==> config.mk <==
export PLATFORM = sky130hd
export DESIGN_NAME = gpu_dispatch_top
export DESIGN_NICKNAME = d
export VERILOG_FILES = /design/src/design/gpu_dispatch_pkg.sv /design/src/design/cu_handler.sv /design/src/design/gpu_dispatch_top.sv /design/src/design/wg_dispatch_fsm.sv /design/src/design/wg_done_arbiter.sv
export VERILOG_INCLUDE_DIRS = /design/src /design/src/design
export SDC_FILE = /design/constraint.sdc
export NUM_CORES = 1
export LEC_CHECK = 0
export ABC_AREA = 0
export BUFFER_PORTS_ARGS = -buffer_cell sky130_fd_sc_hd__buf_2
export CORE_UTILIZATION = 46
export DETAILED_ROUTE_END_ITERATION = 16
export HOLD_SLACK_MARGIN = 0.05
export PLACE_DENSITY_LB_ADDON = 0.3
export SLEW_MARGIN = 20
export SYNTH_ARGS = -nofsm -noshare
export SYNTH_HDL_FRONTEND = slang
export SYNTH_HIERARCHICAL = 1
export SYNTH_SLANG_ARGS = --single-unit
==> constraint.sdc <==
create_clock -name clk -period 4.5 [get_ports clk]
set_clock_uncertainty 0.05 [all_clocks]
set_input_delay 0.675 -clock clk [delete_from_list [all_inputs] [get_ports clk]]
set_output_delay 0.675 -clock clk [all_outputs]
set_load 0.01 [all_outputs]
==> src/design/gpu_dispatch_cfg.svh <==
// ****************************************
// GPU dispatch configuration
// Sizes shared by the dispatch RTL and its
// testbench
// ****************************************
`ifndef GPU_DISPATCH_CFG_SVH
`define GPU_DISPATCH_CFG_SVH

// Compute units
`define NUM_CU    4
`define CU_ID_W   2

// Workgroups in flight
`define WG_ID_W   8
`define WG_SLOTS  4
`define SLOT_W    2

// Wavefronts per workgroup, 1 to 8
`define WF_CNT_W  4
`define WF_IDX_W  3

// Tag is {slot, wavefront index}
`define TAG_W     5

// Register file bases
`define VGPR_W    10
`define SGPR_W    8

`endif

==> src/design/gpu_dispatch_pkg.sv <==
// ****************************************
// GPU dispatch shared types
// Field types and FSM state encodings
// ****************************************
`include "gpu_dispatch_cfg.svh"

package gpu_dispatch_pkg;

  typedef logic [`CU_ID_W-1:0]  cu_id_t;
  typedef logic [`WG_ID_W-1:0]  wg_id_t;
  typedef logic [`WF_CNT_W-1:0] wf_cnt_t;
  typedef logic [`SLOT_W-1:0]   slot_t;
  typedef logic [`TAG_W-1:0]    tag_t;
  typedef logic [`VGPR_W-1:0]   vgpr_t;
  typedef logic [`SGPR_W-1:0]   sgpr_t;

  // Workgroup split into wavefronts
  typedef enum logic [1:0] {
    ALLOC_IDLE,
    ALLOC_LOAD,
    ALLOC_PASS
  } alloc_state_e;

  // Done workgroup handed upstream
  typedef enum logic {
    DEALLOC_IDLE,
    DEALLOC_WAIT_ACK
  } dealloc_state_e;

endpackage

==> src/design/cu_handler.sv <==
// ****************************************
// CU workgroup handler
// Slot table of workgroups in flight on one
// CU, counts wavefront completions
// ****************************************
`timescale 1ns/1ps
`include "gpu_dispatch_cfg.svh"

module cu_handler
  import gpu_dispatch_pkg::*;
(
  input  logic    clk,
  input  logic    rst_n,
  input  logic    alloc_en_i,
  input  wg_id_t  alloc_wg_id_i,
  input  wf_cnt_t alloc_wf_count_i,
  input  logic    wf_done_i,
  input  tag_t    wf_done_tag_i,
  input  logic    done_ack_i,
  output slot_t   free_slot_o,
  output logic    wg_done_o,
  output wg_id_t  wg_done_id_o
);

  logic [`WG_SLOTS-1:0] busy_q;
  logic [`WG_SLOTS-1:0] finished;
  wg_id_t               wg_id_q    [`WG_SLOTS];
  wf_cnt_t              wf_cnt_q   [`WG_SLOTS];
  wf_cnt_t              done_cnt_q [`WG_SLOTS];
  logic                 done_q;
  tag_t                 done_tag_q;
  slot_t                done_slot;
  logic                 fin_any;
  slot_t                fin_slot;
  logic                 lock_q;
  slot_t                lock_slot_q;
  slot_t                rep_slot;

  // Slot sits in the upper tag bits
  assign done_slot = done_tag_q[`TAG_W-1 -: `SLOT_W];

  always_comb begin
    free_slot_o = '0;
    for (int i = `WG_SLOTS - 1; i >= 0; i--) begin
      if (!busy_q[i]) begin
        free_slot_o = slot_t'(i);
      end
    end
  end

  always_comb begin
    fin_any  = 1'b0;
    fin_slot = '0;
    for (int i = `WG_SLOTS - 1; i >= 0; i--) begin
      finished[i] = busy_q[i] && (done_cnt_q[i] == wf_cnt_q[i]);
      if (finished[i]) begin
        fin_any  = 1'b1;
        fin_slot = slot_t'(i);
      end
    end
  end

  // Reported slot stays fixed until the arbiter acks it, even if
  // a lower slot finishes in the meantime
  assign rep_slot     = lock_q ? lock_slot_q : fin_slot;
  assign wg_done_o    = lock_q | fin_any;
  assign wg_done_id_o = wg_id_q[rep_slot];

  always_ff @(posedge clk or negedge rst_n) begin
    if (!rst_n) begin
      busy_q <= '0;
      done_q <= 1'b0;
      lock_q <= 1'b0;
    end else begin
      done_q <= wf_done_i;
      if (alloc_en_i) begin
        busy_q[free_slot_o] <= 1'b1;
      end
      if (done_ack_i) begin
        busy_q[rep_slot] <= 1'b0;
        lock_q           <= 1'b0;
      end else if (fin_any) begin
        lock_q <= 1'b1;
      end
    end
  end

  always_ff @(posedge clk) begin
    done_tag_q <= wf_done_tag_i;
    if (!lock_q) begin
      lock_slot_q <= fin_slot;
    end
    if (alloc_en_i) begin
      wg_id_q[free_slot_o]    <= alloc_wg_id_i;
      wf_cnt_q[free_slot_o]   <= alloc_wf_count_i;
      done_cnt_q[free_slot_o] <= '0;
    end
    // One wavefront retired
    if (done_q) begin
      done_cnt_q[done_slot] <= done_cnt_q[done_slot] + wf_cnt_t'(1);
    end
  end

endmodule

==> src/design/gpu_dispatch_top.sv <==
// ****************************************
// GPU workgroup dispatch interface
// Dispatch FSM, per-CU handlers and the
// dealloc arbiter
// ****************************************
`timescale 1ns/1ps
`include "gpu_dispatch_cfg.svh"

module gpu_dispatch_top
  import gpu_dispatch_pkg::*;
(
  input  logic                 clk,
  input  logic                 rst_n,
  // Upstream alloc
  input  logic                 alloc_valid_i,
  input  wg_id_t               alloc_wg_id_i,
  input  cu_id_t               alloc_cu_id_i,
  input  wf_cnt_t              alloc_wf_count_i,
  input  vgpr_t                alloc_vgpr_start_i,
  input  sgpr_t                alloc_sgpr_start_i,
  input  vgpr_t                alloc_vgpr_size_i,
  input  sgpr_t                alloc_sgpr_size_i,
  output logic                 alloc_available_o,
  // Wavefronts to CUs
  output logic [`NUM_CU-1:0]   wf_dispatch_o,
  output tag_t                 wf_tag_o,
  output wf_cnt_t              wf_count_o,
  output vgpr_t                wf_vgpr_base_o,
  output sgpr_t                wf_sgpr_base_o,
  // Completions from CUs
  input  logic [`NUM_CU-1:0]   wf_done_i,
  input  tag_t [`NUM_CU-1:0]   wf_done_tag_i,
  // Upstream dealloc
  output logic                 dealloc_valid_o,
  output cu_id_t               dealloc_cu_id_o,
  output wg_id_t               dealloc_wg_id_o,
  input  logic                 dealloc_ack_i
);

  logic [`NUM_CU-1:0]   hdl_alloc_en;
  wg_id_t               hdl_wg_id;
  wf_cnt_t              hdl_wf_count;
  slot_t [`NUM_CU-1:0]  free_slot;
  logic [`NUM_CU-1:0]   wg_done;
  wg_id_t [`NUM_CU-1:0] wg_done_id;
  logic [`NUM_CU-1:0]   done_ack;

  wg_dispatch_fsm wg_dispatch_fsm_inst (
    .clk                (clk),
    .rst_n              (rst_n),
    .alloc_valid_i      (alloc_valid_i),
    .alloc_wg_id_i      (alloc_wg_id_i),
    .alloc_cu_id_i      (alloc_cu_id_i),
    .alloc_wf_count_i   (alloc_wf_count_i),
    .alloc_vgpr_start_i (alloc_vgpr_start_i),
    .alloc_vgpr_size_i  (alloc_vgpr_size_i),
    .alloc_sgpr_start_i (alloc_sgpr_start_i),
    .alloc_sgpr_size_i  (alloc_sgpr_size_i),
    .free_slot_i        (free_slot),
    .alloc_available_o  (alloc_available_o),
    .hdl_alloc_en_o     (hdl_alloc_en),
    .hdl_wg_id_o        (hdl_wg_id),
    .hdl_wf_count_o     (hdl_wf_count),
    .wf_dispatch_o      (wf_dispatch_o),
    .wf_tag_o           (wf_tag_o),
    .wf_count_o         (wf_count_o),
    .wf_vgpr_base_o     (wf_vgpr_base_o),
    .wf_sgpr_base_o     (wf_sgpr_base_o)
  );

  // One slot table per CU
  for (genvar i = 0; i < `NUM_CU; i++) begin : g_cu
    cu_handler cu_handler_inst (
      .clk              (clk),
      .rst_n            (rst_n),
      .alloc_en_i       (hdl_alloc_en[i]),
      .alloc_wg_id_i    (hdl_wg_id),
      .alloc_wf_count_i (hdl_wf_count),
      .wf_done_i        (wf_done_i[i]),
      .wf_done_tag_i    (wf_done_tag_i[i]),
      .done_ack_i       (done_ack[i]),
      .free_slot_o      (free_slot[i]),
      .wg_done_o        (wg_done[i]),
      .wg_done_id_o     (wg_done_id[i])
    );
  end

  wg_done_arbiter wg_done_arbiter_inst (
    .clk             (clk),
    .rst_n           (rst_n),
    .wg_done_i       (wg_done),
    .wg_done_id_i    (wg_done_id),
    .dealloc_ack_i   (dealloc_ack_i),
    .dealloc_valid_o (dealloc_valid_o),
    .dealloc_cu_id_o (dealloc_cu_id_o),
    .dealloc_wg_id_o (dealloc_wg_id_o),
    .done_ack_o      (done_ack)
  );

endmodule

==> src/design/wg_dispatch_fsm.sv <==
// ****************************************
// Workgroup dispatch FSM
// Takes one allocated workgroup and sends
// its wavefronts to the target CU
// ****************************************
`timescale 1ns/1ps
`include "gpu_dispatch_cfg.svh"

module wg_dispatch_fsm
  import gpu_dispatch_pkg::*;
(
  input  logic                clk,
  input  logic                rst_n,
  input  logic                alloc_valid_i,
  input  wg_id_t              alloc_wg_id_i,
  input  cu_id_t              alloc_cu_id_i,
  input  wf_cnt_t             alloc_wf_count_i,
  input  vgpr_t               alloc_vgpr_start_i,
  input  vgpr_t               alloc_vgpr_size_i,
  input  sgpr_t               alloc_sgpr_start_i,
  input  sgpr_t               alloc_sgpr_size_i,
  input  slot_t [`NUM_CU-1:0] free_slot_i,
  output logic                alloc_available_o,
  output logic [`NUM_CU-1:0]  hdl_alloc_en_o,
  output wg_id_t              hdl_wg_id_o,
  output wf_cnt_t             hdl_wf_count_o,
  output logic [`NUM_CU-1:0]  wf_dispatch_o,
  output tag_t                wf_tag_o,
  output wf_cnt_t             wf_count_o,
  output vgpr_t               wf_vgpr_base_o,
  output sgpr_t               wf_sgpr_base_o
);

  alloc_state_e          state_q;
  logic                  avail_q;
  logic                  accept;
  logic                  last_wf;
  logic [`NUM_CU-1:0]    cu_onehot;
  logic [`NUM_CU-1:0]    dispatch_q;
  logic [`WF_IDX_W-1:0]  wf_idx_q;
  logic [`WF_IDX_W-1:0]  wf_idx_inc;
  cu_id_t                cu_q;
  wg_id_t                wg_id_q;
  wf_cnt_t               count_q;
  vgpr_t                 vgpr_start_q;
  vgpr_t                 vgpr_size_q;
  sgpr_t                 sgpr_start_q;
  sgpr_t                 sgpr_size_q;
  slot_t                 slot_q;
  tag_t                  tag_q;
  vgpr_t                 vgpr_base_q;
  sgpr_t                 sgpr_base_q;

  assign accept     = (state_q == ALLOC_IDLE) && alloc_valid_i && avail_q;
  assign wf_idx_inc = wf_idx_q + 1'b1;
  // Count goes up to 8, so compare at count width
  assign last_wf    = (wf_cnt_t'(wf_idx_q) + wf_cnt_t'(1)) == count_q;

  always_comb begin
    cu_onehot        = '0;
    cu_onehot[cu_q]  = 1'b1;
  end

  always_ff @(posedge clk or negedge rst_n) begin
    if (!rst_n) begin
      state_q    <= ALLOC_IDLE;
      avail_q    <= 1'b0;
      dispatch_q <= '0;
      wf_idx_q   <= '0;
    end else begin
      case (state_q)
        ALLOC_IDLE: begin
          if (accept) begin
            avail_q <= 1'b0;
            state_q <= ALLOC_LOAD;
          end else begin
            avail_q <= 1'b1;
          end
        end
        ALLOC_LOAD: begin
          // First wavefront goes out with the handler write
          dispatch_q <= cu_onehot;
          wf_idx_q   <= '0;
          state_q    <= ALLOC_PASS;
        end
        ALLOC_PASS: begin
          if (last_wf) begin
            dispatch_q <= '0;
            avail_q    <= 1'b1;
            state_q    <= ALLOC_IDLE;
          end else begin
            wf_idx_q <= wf_idx_inc;
          end
        end
        default: begin
          dispatch_q <= '0;
          state_q    <= ALLOC_IDLE;
        end
      endcase
    end
  end

  always_ff @(posedge clk) begin
    if (accept) begin
      cu_q         <= alloc_cu_id_i;
      wg_id_q      <= alloc_wg_id_i;
      count_q      <= alloc_wf_count_i;
      vgpr_start_q <= alloc_vgpr_start_i;
      vgpr_size_q  <= alloc_vgpr_size_i;
      sgpr_start_q <= alloc_sgpr_start_i;
      sgpr_size_q  <= alloc_sgpr_size_i;
    end
    if (state_q == ALLOC_LOAD) begin
      slot_q      <= free_slot_i[cu_q];
      tag_q       <= {free_slot_i[cu_q], {`WF_IDX_W{1'b0}}};
      vgpr_base_q <= vgpr_start_q;
      sgpr_base_q <= sgpr_start_q;
    end else if (state_q == ALLOC_PASS && !last_wf) begin
      tag_q       <= {slot_q, wf_idx_inc};
      vgpr_base_q <= vgpr_base_q + vgpr_size_q;
      sgpr_base_q <= sgpr_base_q + sgpr_size_q;
    end
  end

  assign alloc_available_o = avail_q;
  assign hdl_alloc_en_o    = (state_q == ALLOC_LOAD) ? cu_onehot : '0;
  assign hdl_wg_id_o       = wg_id_q;
  assign hdl_wf_count_o    = count_q;
  assign wf_dispatch_o     = dispatch_q;
  assign wf_tag_o          = tag_q;
  assign wf_count_o        = count_q;
  assign wf_vgpr_base_o    = vgpr_base_q;
  assign wf_sgpr_base_o    = sgpr_base_q;

endmodule

==> src/design/wg_done_arbiter.sv <==
// ****************************************
// Done workgroup arbiter
// Fixed priority over CUs, holds dealloc
// request until upstream acks
// ****************************************
`timescale 1ns/1ps
`include "gpu_dispatch_cfg.svh"

module wg_done_arbiter
  import gpu_dispatch_pkg::*;
(
  input  logic                 clk,
  input  logic                 rst_n,
  input  logic [`NUM_CU-1:0]   wg_done_i,
  input  wg_id_t [`NUM_CU-1:0] wg_done_id_i,
  input  logic                 dealloc_ack_i,
  output logic                 dealloc_valid_o,
  output cu_id_t               dealloc_cu_id_o,
  output wg_id_t               dealloc_wg_id_o,
  output logic [`NUM_CU-1:0]   done_ack_o
);

  dealloc_state_e      state_q;
  logic [`NUM_CU-1:0]  req_q;
  logic [`NUM_CU-1:0]  grant;
  logic [`NUM_CU-1:0]  done_ack_q;
  cu_id_t              grant_idx;
  logic                ack_q;
  logic                valid_q;
  cu_id_t              cu_q;
  wg_id_t              wg_q;

  // Lowest set bit wins
  assign grant = req_q & (~req_q + 1'b1);

  always_comb begin
    grant_idx = '0;
    for (int i = 0; i < `NUM_CU; i++) begin
      if (grant[i]) begin
        grant_idx = cu_id_t'(i);
      end
    end
  end

  always_ff @(posedge clk or negedge rst_n) begin
    if (!rst_n) begin
      state_q    <= DEALLOC_IDLE;
      req_q      <= '0;
      ack_q      <= 1'b0;
      valid_q    <= 1'b0;
      done_ack_q <= '0;
    end else begin
      req_q <= wg_done_i;
      ack_q <= dealloc_ack_i;
      case (state_q)
        DEALLOC_IDLE: begin
          if (|grant) begin
            valid_q    <= 1'b1;
            done_ack_q <= grant;
            state_q    <= DEALLOC_WAIT_ACK;
          end
        end
        DEALLOC_WAIT_ACK: begin
          done_ack_q <= '0;
          if (ack_q) begin
            valid_q <= 1'b0;
            state_q <= DEALLOC_IDLE;
          end
        end
        default: begin
          valid_q    <= 1'b0;
          done_ack_q <= '0;
          state_q    <= DEALLOC_IDLE;
        end
      endcase
    end
  end

  always_ff @(posedge clk) begin
    if (state_q == DEALLOC_IDLE && |grant) begin
      cu_q <= grant_idx;
      wg_q <= wg_done_id_i[grant_idx];
    end
  end

  assign dealloc_valid_o = valid_q;
  assign dealloc_cu_id_o = cu_q;
  assign dealloc_wg_id_o = wg_q;
  assign done_ack_o      = done_ack_q;

endmodule

### Word level (Yosys, flattened, before mapping)

Memories as Yosys holds them, arrays and structs flattened. A register that Yosys moved wholly into a read port is not among the register bits.
Cells that the tools add are included.

| word-level totals | value |
|---|---|
| word-level logic and storage cells | 305 |
| memory bits (read-only) | 0 |
| memories | 12 |
| flip-flop bits (word level) | 158 |
| bits in latches | 0 |
| bits in writable memories | 256 |

Memory list:

| name | words | bits a word | rd ports | clocked after Yosys merged registers in | write ports | line | RTL |
|---|---|---|---|---|---|---|---|
| g_cu[0].cu_handler_inst.wg_id_q | 4 | 8 | 1 | 0 | 1 | cu_handler.sv:27 | `` wg_id_t wg_id_q [`WG_SLOTS]; `` |
| g_cu[1].cu_handler_inst.wg_id_q | 4 | 8 | 1 | 0 | 1 | cu_handler.sv:27 |  |
| g_cu[2].cu_handler_inst.wg_id_q | 4 | 8 | 1 | 0 | 1 | cu_handler.sv:27 |  |
| g_cu[3].cu_handler_inst.wg_id_q | 4 | 8 | 1 | 0 | 1 | cu_handler.sv:27 |  |
| g_cu[0].cu_handler_inst.done_cnt_q | 4 | 4 | 5 | 1 | 2 | cu_handler.sv:29 | `` wf_cnt_t done_cnt_q [`WG_SLOTS]; `` |
| g_cu[0].cu_handler_inst.wf_cnt_q | 4 | 4 | 4 | 0 | 1 | cu_handler.sv:28 | `` wf_cnt_t wf_cnt_q [`WG_SLOTS]; `` |
| 6 more memories | -- | -- | -- | -- | -- | -- |  |

| operators by class | value |
|---|---|
| mux-type cells | 134 |
| bitwise logic cells | 20 |
| $add $sub $neg | 9 |
| shifts and indexed selects | 0 |
| equal/unequal tests | 24 |
| div/mod/pow operators | 0 |
| reduce and logical (&&, ||, !) cells | 44 |
| $lt $le $gt $ge | 19 |
| multiply operators | 0 |

Operator list:

| operator | count |
|---|---|
| $mux W2 | 41 |
| $eq A4 B4 Y1 | 17 |
| $mux W1 | 56 |
| $mux W4 | 11 |
| $lt A2 B3 Y1 const B | 10 |
| $logic_and A1 B1 Y1 | 29 |
| $mux W8 | 3 |
| $add A4 B1 Y4 const B | 5 |
| $and A4 B4 Y4 | 5 |
| $mux W10 | 2 |
| $not A4 Y4 | 5 |
| $demux W1 S2 | 9 |
| $ge A2 B1 Y1 const B | 9 |
| $bmux W8 S2 | 1 |
| $or A4 B4 Y4 | 4 |
| $reduce_bool A2 Y1 | 7 |
| $pmux W4 S3 | 1 |
| $add A10 B10 Y10 | 1 |
| $mux W5 | 2 |
| $reduce_and A2 Y1 | 5 |
| $add A8 B8 Y8 | 1 |
| $pmux W4 S2 | 1 |
| $ne A2 B1 Y1 const B | 3 |
| $pmux W1 S2 | 3 |
| other kinds (14) | 19 |

### Logic depth before layout (Yosys ltp)

An unclocked memory read counts as a cell.

| logic depth | value |
|---|---|
| depth in word-level cells | 15 |
| mapped depth | 11 |
| gate-level depth less buffers | 9 |

### Hierarchy

The synthesis kept the hierarchy.

By module, submodules not included:

| module | area an instance (um2) | cells each | seq. area each (um2) | instances |
|---|---|---|---|---|
| cu_handler (g_cu[2].cu_handler_inst ...) | 3502.1 | 272 | 2152.1 | 2 |
| wg_dispatch_fsm | 3851.2 | 285 | 2472.4 | 1 |
| cu_handler (g_cu[0].cu_handler_inst) | 3085.5 | 199 | 2152.1 | 1 |
| cu_handler (g_cu[1].cu_handler_inst) | 3052.9 | 195 | 2152.1 | 1 |
| wg_done_arbiter | 929.6 | 87 | 575.6 | 1 |

### Worst setup path after synthesis

Ideal clock, no wire load.

| timing | value |
|---|---|
| path kind | register -> register |
| start point | register wg_dispatch_fsm_inst.state_q[0] |
| end point | register wg_dispatch_fsm_inst.cu_q[0], enable pin |
| stages on the path, launching flop included | 4 |
| data required time | 3.928 ns |
| period minus slack after synthesis | 4.789 ns |
| setup slack | -0.289 ns |
| setup time | 0.522 ns |
| buffers on the path | 2 |
| data arrival time | 4.217 ns |
| path through | dfrtp_1 buf_2 clkbuf_1 nor3_1 |

| between the ends | value |
|---|---|
| cells in the longest elaborated chain, start to end | 3 |

Ends and longest elaborated chain:

| what | line | RTL |
|---|---|---|
| start, declared | wg_dispatch_fsm.sv:34 | `alloc_state_e state_q;` |
| start signal, assigned | wg_dispatch_fsm.sv:66 | `state_q <= ALLOC_IDLE;` |
| start signal, assigned | wg_dispatch_fsm.sv:75 | `state_q <= ALLOC_LOAD;` |
| start signal, assigned | wg_dispatch_fsm.sv:84 | `state_q <= ALLOC_PASS;` |
| $logic_not A2 Y1 | wg_dispatch_fsm.sv:54 | `assign accept = (state_q == ALLOC_IDLE) && alloc_valid_i && avail_q;` |
| $logic_and A1 B1 Y1 (2 in a row) | wg_dispatch_fsm.sv:54 |  |
| net wg_dispatch_fsm_inst.accept | wg_dispatch_fsm.sv:36 | `logic accept;` |
| end signal, assigned | wg_dispatch_fsm.sv:105 | `cu_q <= alloc_cu_id_i;` |
| end, declared | wg_dispatch_fsm.sv:42 | `cu_id_t cu_q;` |

The timed path passes the listed nets, and every way through them passes these cells.
A chain may end at the register's enable or synchronous reset.

### Worst setup path after layout

| timing | value |
|---|---|
| start point | register wg_dispatch_fsm_inst.state_q[0] |
| end point | memory g_cu[1].cu_handler_inst/wg_id_q[3][5] (netlist name), enable pin |

| between the ends | value |
|---|---|
| cells in the longest elaborated chain, start to end | 4 |

Ends and longest elaborated chain:

| what | line | RTL |
|---|---|---|
| $eq A2 B1 Y1 | wg_dispatch_fsm.sv:126 | `assign hdl_alloc_en_o = (state_q == ALLOC_LOAD) ? cu_onehot : '0;` |
| $mux W4 | wg_dispatch_fsm.sv:126 |  |
| net hdl_alloc_en[1] | gpu_dispatch_top.sv:40 | `` logic [`NUM_CU-1:0] hdl_alloc_en; `` |
| $mux W1 | cu_handler.sv:93 | `if (alloc_en_i) begin` |
| $mux W1 (implied by the code) | cu_handler.sv:94 | `wg_id_q[free_slot_o] <= alloc_wg_id_i;` |
| end, declared | cu_handler.sv:27 |  |

The timed path passes the listed nets, and every way through them passes these cells.

==> qor.yml <==
fillers: 3241
drv_cap: 0
seq_area_frac_synth: 0.650
rsz0062_at_grt: "no"
synth_compound_area_frac: 0.107
avgViaCountPerCell: 5.66
grt_max_degree: 46
maxSlewHeadroom: 0.273
cts_root_buf: "clkbuf_16"
endpoint_kind: "flop"
routedWlPerCell_um: 20.3
dpl.hpwl_mm: 26.8
crit_fanout: 26
powerDensity_nw_per_um2: 557
cts_tree: "built"
holdWs_ns: 0.165
yosysUniqueCellTypes: 83
tns_ns: 0
synth.avg_cell_area_um2: 13.7
path_cells: "nand2b_1 -> buf_4 -> inv_2 -> nand2_1 -> nor2_1 -> nand3_1 -> nor2_1 -> buf_4"
die_h_um: 199
final_cell_mix: "edfxtp_1, nand2_1, nor2_1"
insertion_delay_ns: 0.56
gr-total-overflow: 0
arrival_ns: 3.67
htree_levels: 2
hold_viol: 0
finalSetupViolations: 0
worstHoldStart: "wf_done_tag_i[19]"
synthCells: 1310
fin_crit_ns: 3.47
yosysWarningCount: 6
drt_first_pass_iters: 5
tightest_slew_ns: 1.09
clock_path_buffers: 3
place.gp.congestion: 0.843
async_reset_ff_frac: 0.112
syn_to_final_growth_pct: 14.5
holdPathStages: 1
crit-reg2reg-launch: "wg_dispatch_fsm_inst/state_q[0]$_DFFE_PN0P_"
cts_buffers: 45
min_to: "g_cu[3].cu_handler_inst/done_tag_q[4]$_DFF_P_"
rrSetupSlack_ns: 1.03
drc_errors: 0
finalCritPeriodShare: 0.770
grt_pass1_wl_mm: 61.4
synth_top_family_by_area: "compound AO/OA/AOI/OAI gates"
synthMuxAreaShare: 0.0642
synthAdderAreaFrac: 0.0169
drv_slew: 0
dieArea_um2: 39800
outcome: "complete, no violations"
grt_pass1_vias: 11100
slowest_delay_ns: 0.76
portBuffers: 108
cts_resized: 0
ys_ff_latch: 402
antenna_found_initial: 4
initial_core_util: 0.471
r2r_end: "g_cu[1].cu_handler_inst/wg_id_q[3][5]$_DFFE_PP_"
nets: 1531
rows: 71
synthSimpleGateAreaFrac: 0.0964
crit_family: "simple AND/OR/NAND/NOR gates"
layout_commonest_cell: "edfxtp_1"
synth_xor_area_frac: 0.0349
synth_area_um2: 17900
core_um2: 38000
fmax_mhz: 288
syn-num-nets: 1411
via_count: 11200
synth_edf_count: 338
cts_setup_buffers: 0
critPathLaunchType: "flop"
required_ns: 4.70
drt_iter0_drc: 795
cts_sinks: 402
critPathBufInv: 3
ir_worst_vdd_uv: 506
timing_worst_setup_path_type: "flop to flop"
cp_slowest_cell: "dfrtp_1"
ioPinCount: 121
finalPower_w: 0.0114
die_w_um: 199
final_antenna_net_count: 0
p_leak_nw: 7.71
routed_wirelength_mm: 40.1
ys.flop_type: "edfxtp_1"
clkTransAtPathRegs_ns: 0.06
hold_class: "input port to flop"
rr_worst_depth: 8
grt_use_total: 0.205
ctsHoldBuffers: 0
drive_above_1_share: 0.180
## flip-flops by register name (all words and copies together) (netlist names), 10 cells and up
| name | count |
|---|---|
| g_cu.cu_handler_inst/wg_id_q | 128 |
| wg_dispatch_fsm_inst/wf_vgpr_base_o | 10 |
| wg_dispatch_fsm_inst/vgpr_size_q | 10 |
| wg_dispatch_fsm_inst/vgpr_start_q | 10 |
| g_cu.cu_handler_inst/done_cnt_q | 64 |
| g_cu.cu_handler_inst/busy_q | 16 |
| g_cu.cu_handler_inst/wf_cnt_q | 64 |
## metal layers
layer	vias to the layer above	GRT usage	part of all wire
met1	5506	0.273	0.44
met5	-	0	0.00085
met4	6	0.0766	0.028
li1	5213	-	-
met3	72	0.0459	0.073
met2	382	0.328	0.46
## layout make-up
type                       count  area (um2)  area share
antenna                        2        5.00    0.000244
tap                          511         639      0.0312
sequential                   402       11700       0.568
inverter                      57         216      0.0106
multi-input combinational    790        5750       0.280
clock buffer                  56        1200      0.0584
timing repair buffer         134         748      0.0365
clock inverter                24         300      0.0146
## through the flow
stage                     worst slack (ns)  area [um2]  std cells  utilization
after floorplan                       1.26       17900       1310            -
after global placement                1.06       19000       1894        0.500
after detailed placement              1.04       19000       1894        0.500
after CTS                             1.00       20500       1974        0.539
after global routing                 0.719       20500       1974        0.539
final                                 1.03       20500       1976        0.540
## synth_stat cells (7+ instances only)
master / n / area share
edfxtp_1: 338 / 0.57
nor2_1: 117 / 0.025
buf_4: 8 / 0.0034
xnor2_1: 22 / 0.011
buf_2: 18 / 0.0050
nand2_1: 132 / 0.028
nand3_1: 25 / 0.0070
a21oi_1: 32 / 0.0089
nand3b_1: 9 / 0.0038
o2111ai_1: 37 / 0.018
xor2_1: 45 / 0.022
nor3_1: 14 / 0.0039
o21ai_0: 22 / 0.0061
dfxtp_1: 19 / 0.021
a22o_1: 9 / 0.0044
clkbuf_1: 29 / 0.0061
a31oi_1: 12 / 0.0042
mux2_4: 14 / 0.012
a21o_1: 7 / 0.0029
inv_1: 50 / 0.010
o31a_1: 34 / 0.017
ha_1: 21 / 0.015
mux2i_1: 50 / 0.028
o211ai_1: 33 / 0.014
nand2b_1: 22 / 0.0077
o22ai_1: 9 / 0.0031
dfrtp_1: 45 / 0.063
mux4_2: 15 / 0.019
a211oi_1: 9 / 0.0038
## power breakdown
group / switching, W / internal (W) / leakage [nW]
logic: 0.00148 / 0.000966 / 3.15
clock network: 0.00143 / 0.00228 / 0.722
registers: 0.000521 / 0.00476 / 3.84
## cell families after synthesis
kind of cell,count (synthesis)
DFF,402
buffers and inverters,118
and+or+nand+nor,368
xor gates and xnor gates,69
AOI/OAI and AO/OA,246
adders and majority gates,23
muxes,84
## worst register-to-register path, delay by kind of cell (launching register included)
family        cells  cell delay [ns]
flops             1             0.76
buf+inv           3             0.95
simple gates      5             1.40
## how the worst max path moves through the flow
stage                                                      from                                              end  slack, ns  cells past startpoint
finish              wg_dispatch_fsm_inst/state_q[0]$_DFFE_PN0P_  g_cu[1].cu_handler_inst/wg_id_q[3][5]$_DFFE_PP_       1.03                      8
global route        wg_dispatch_fsm_inst/state_q[0]$_DFFE_PN0P_  g_cu[1].cu_handler_inst/wg_id_q[1][0]$_DFFE_PP_       0.72                      7
global placement    wg_dispatch_fsm_inst/state_q[0]$_DFFE_PN0P_  g_cu[1].cu_handler_inst/wg_id_q[1][0]$_DFFE_PP_       1.06                      7
floorplan           wg_dispatch_fsm_inst/state_q[0]$_DFFE_PN0P_           wg_dispatch_fsm_inst/cu_q[0]$_DFFE_PP_       1.26                      3
detailed placement  wg_dispatch_fsm_inst/state_q[0]$_DFFE_PN0P_  g_cu[1].cu_handler_inst/wg_id_q[1][0]$_DFFE_PP_       1.04                      7
CTS                 wg_dispatch_fsm_inst/state_q[0]$_DFFE_PN0P_  g_cu[1].cu_handler_inst/wg_id_q[1][0]$_DFFE_PP_       1.00                      7
(Power assumes the default switching activity.)
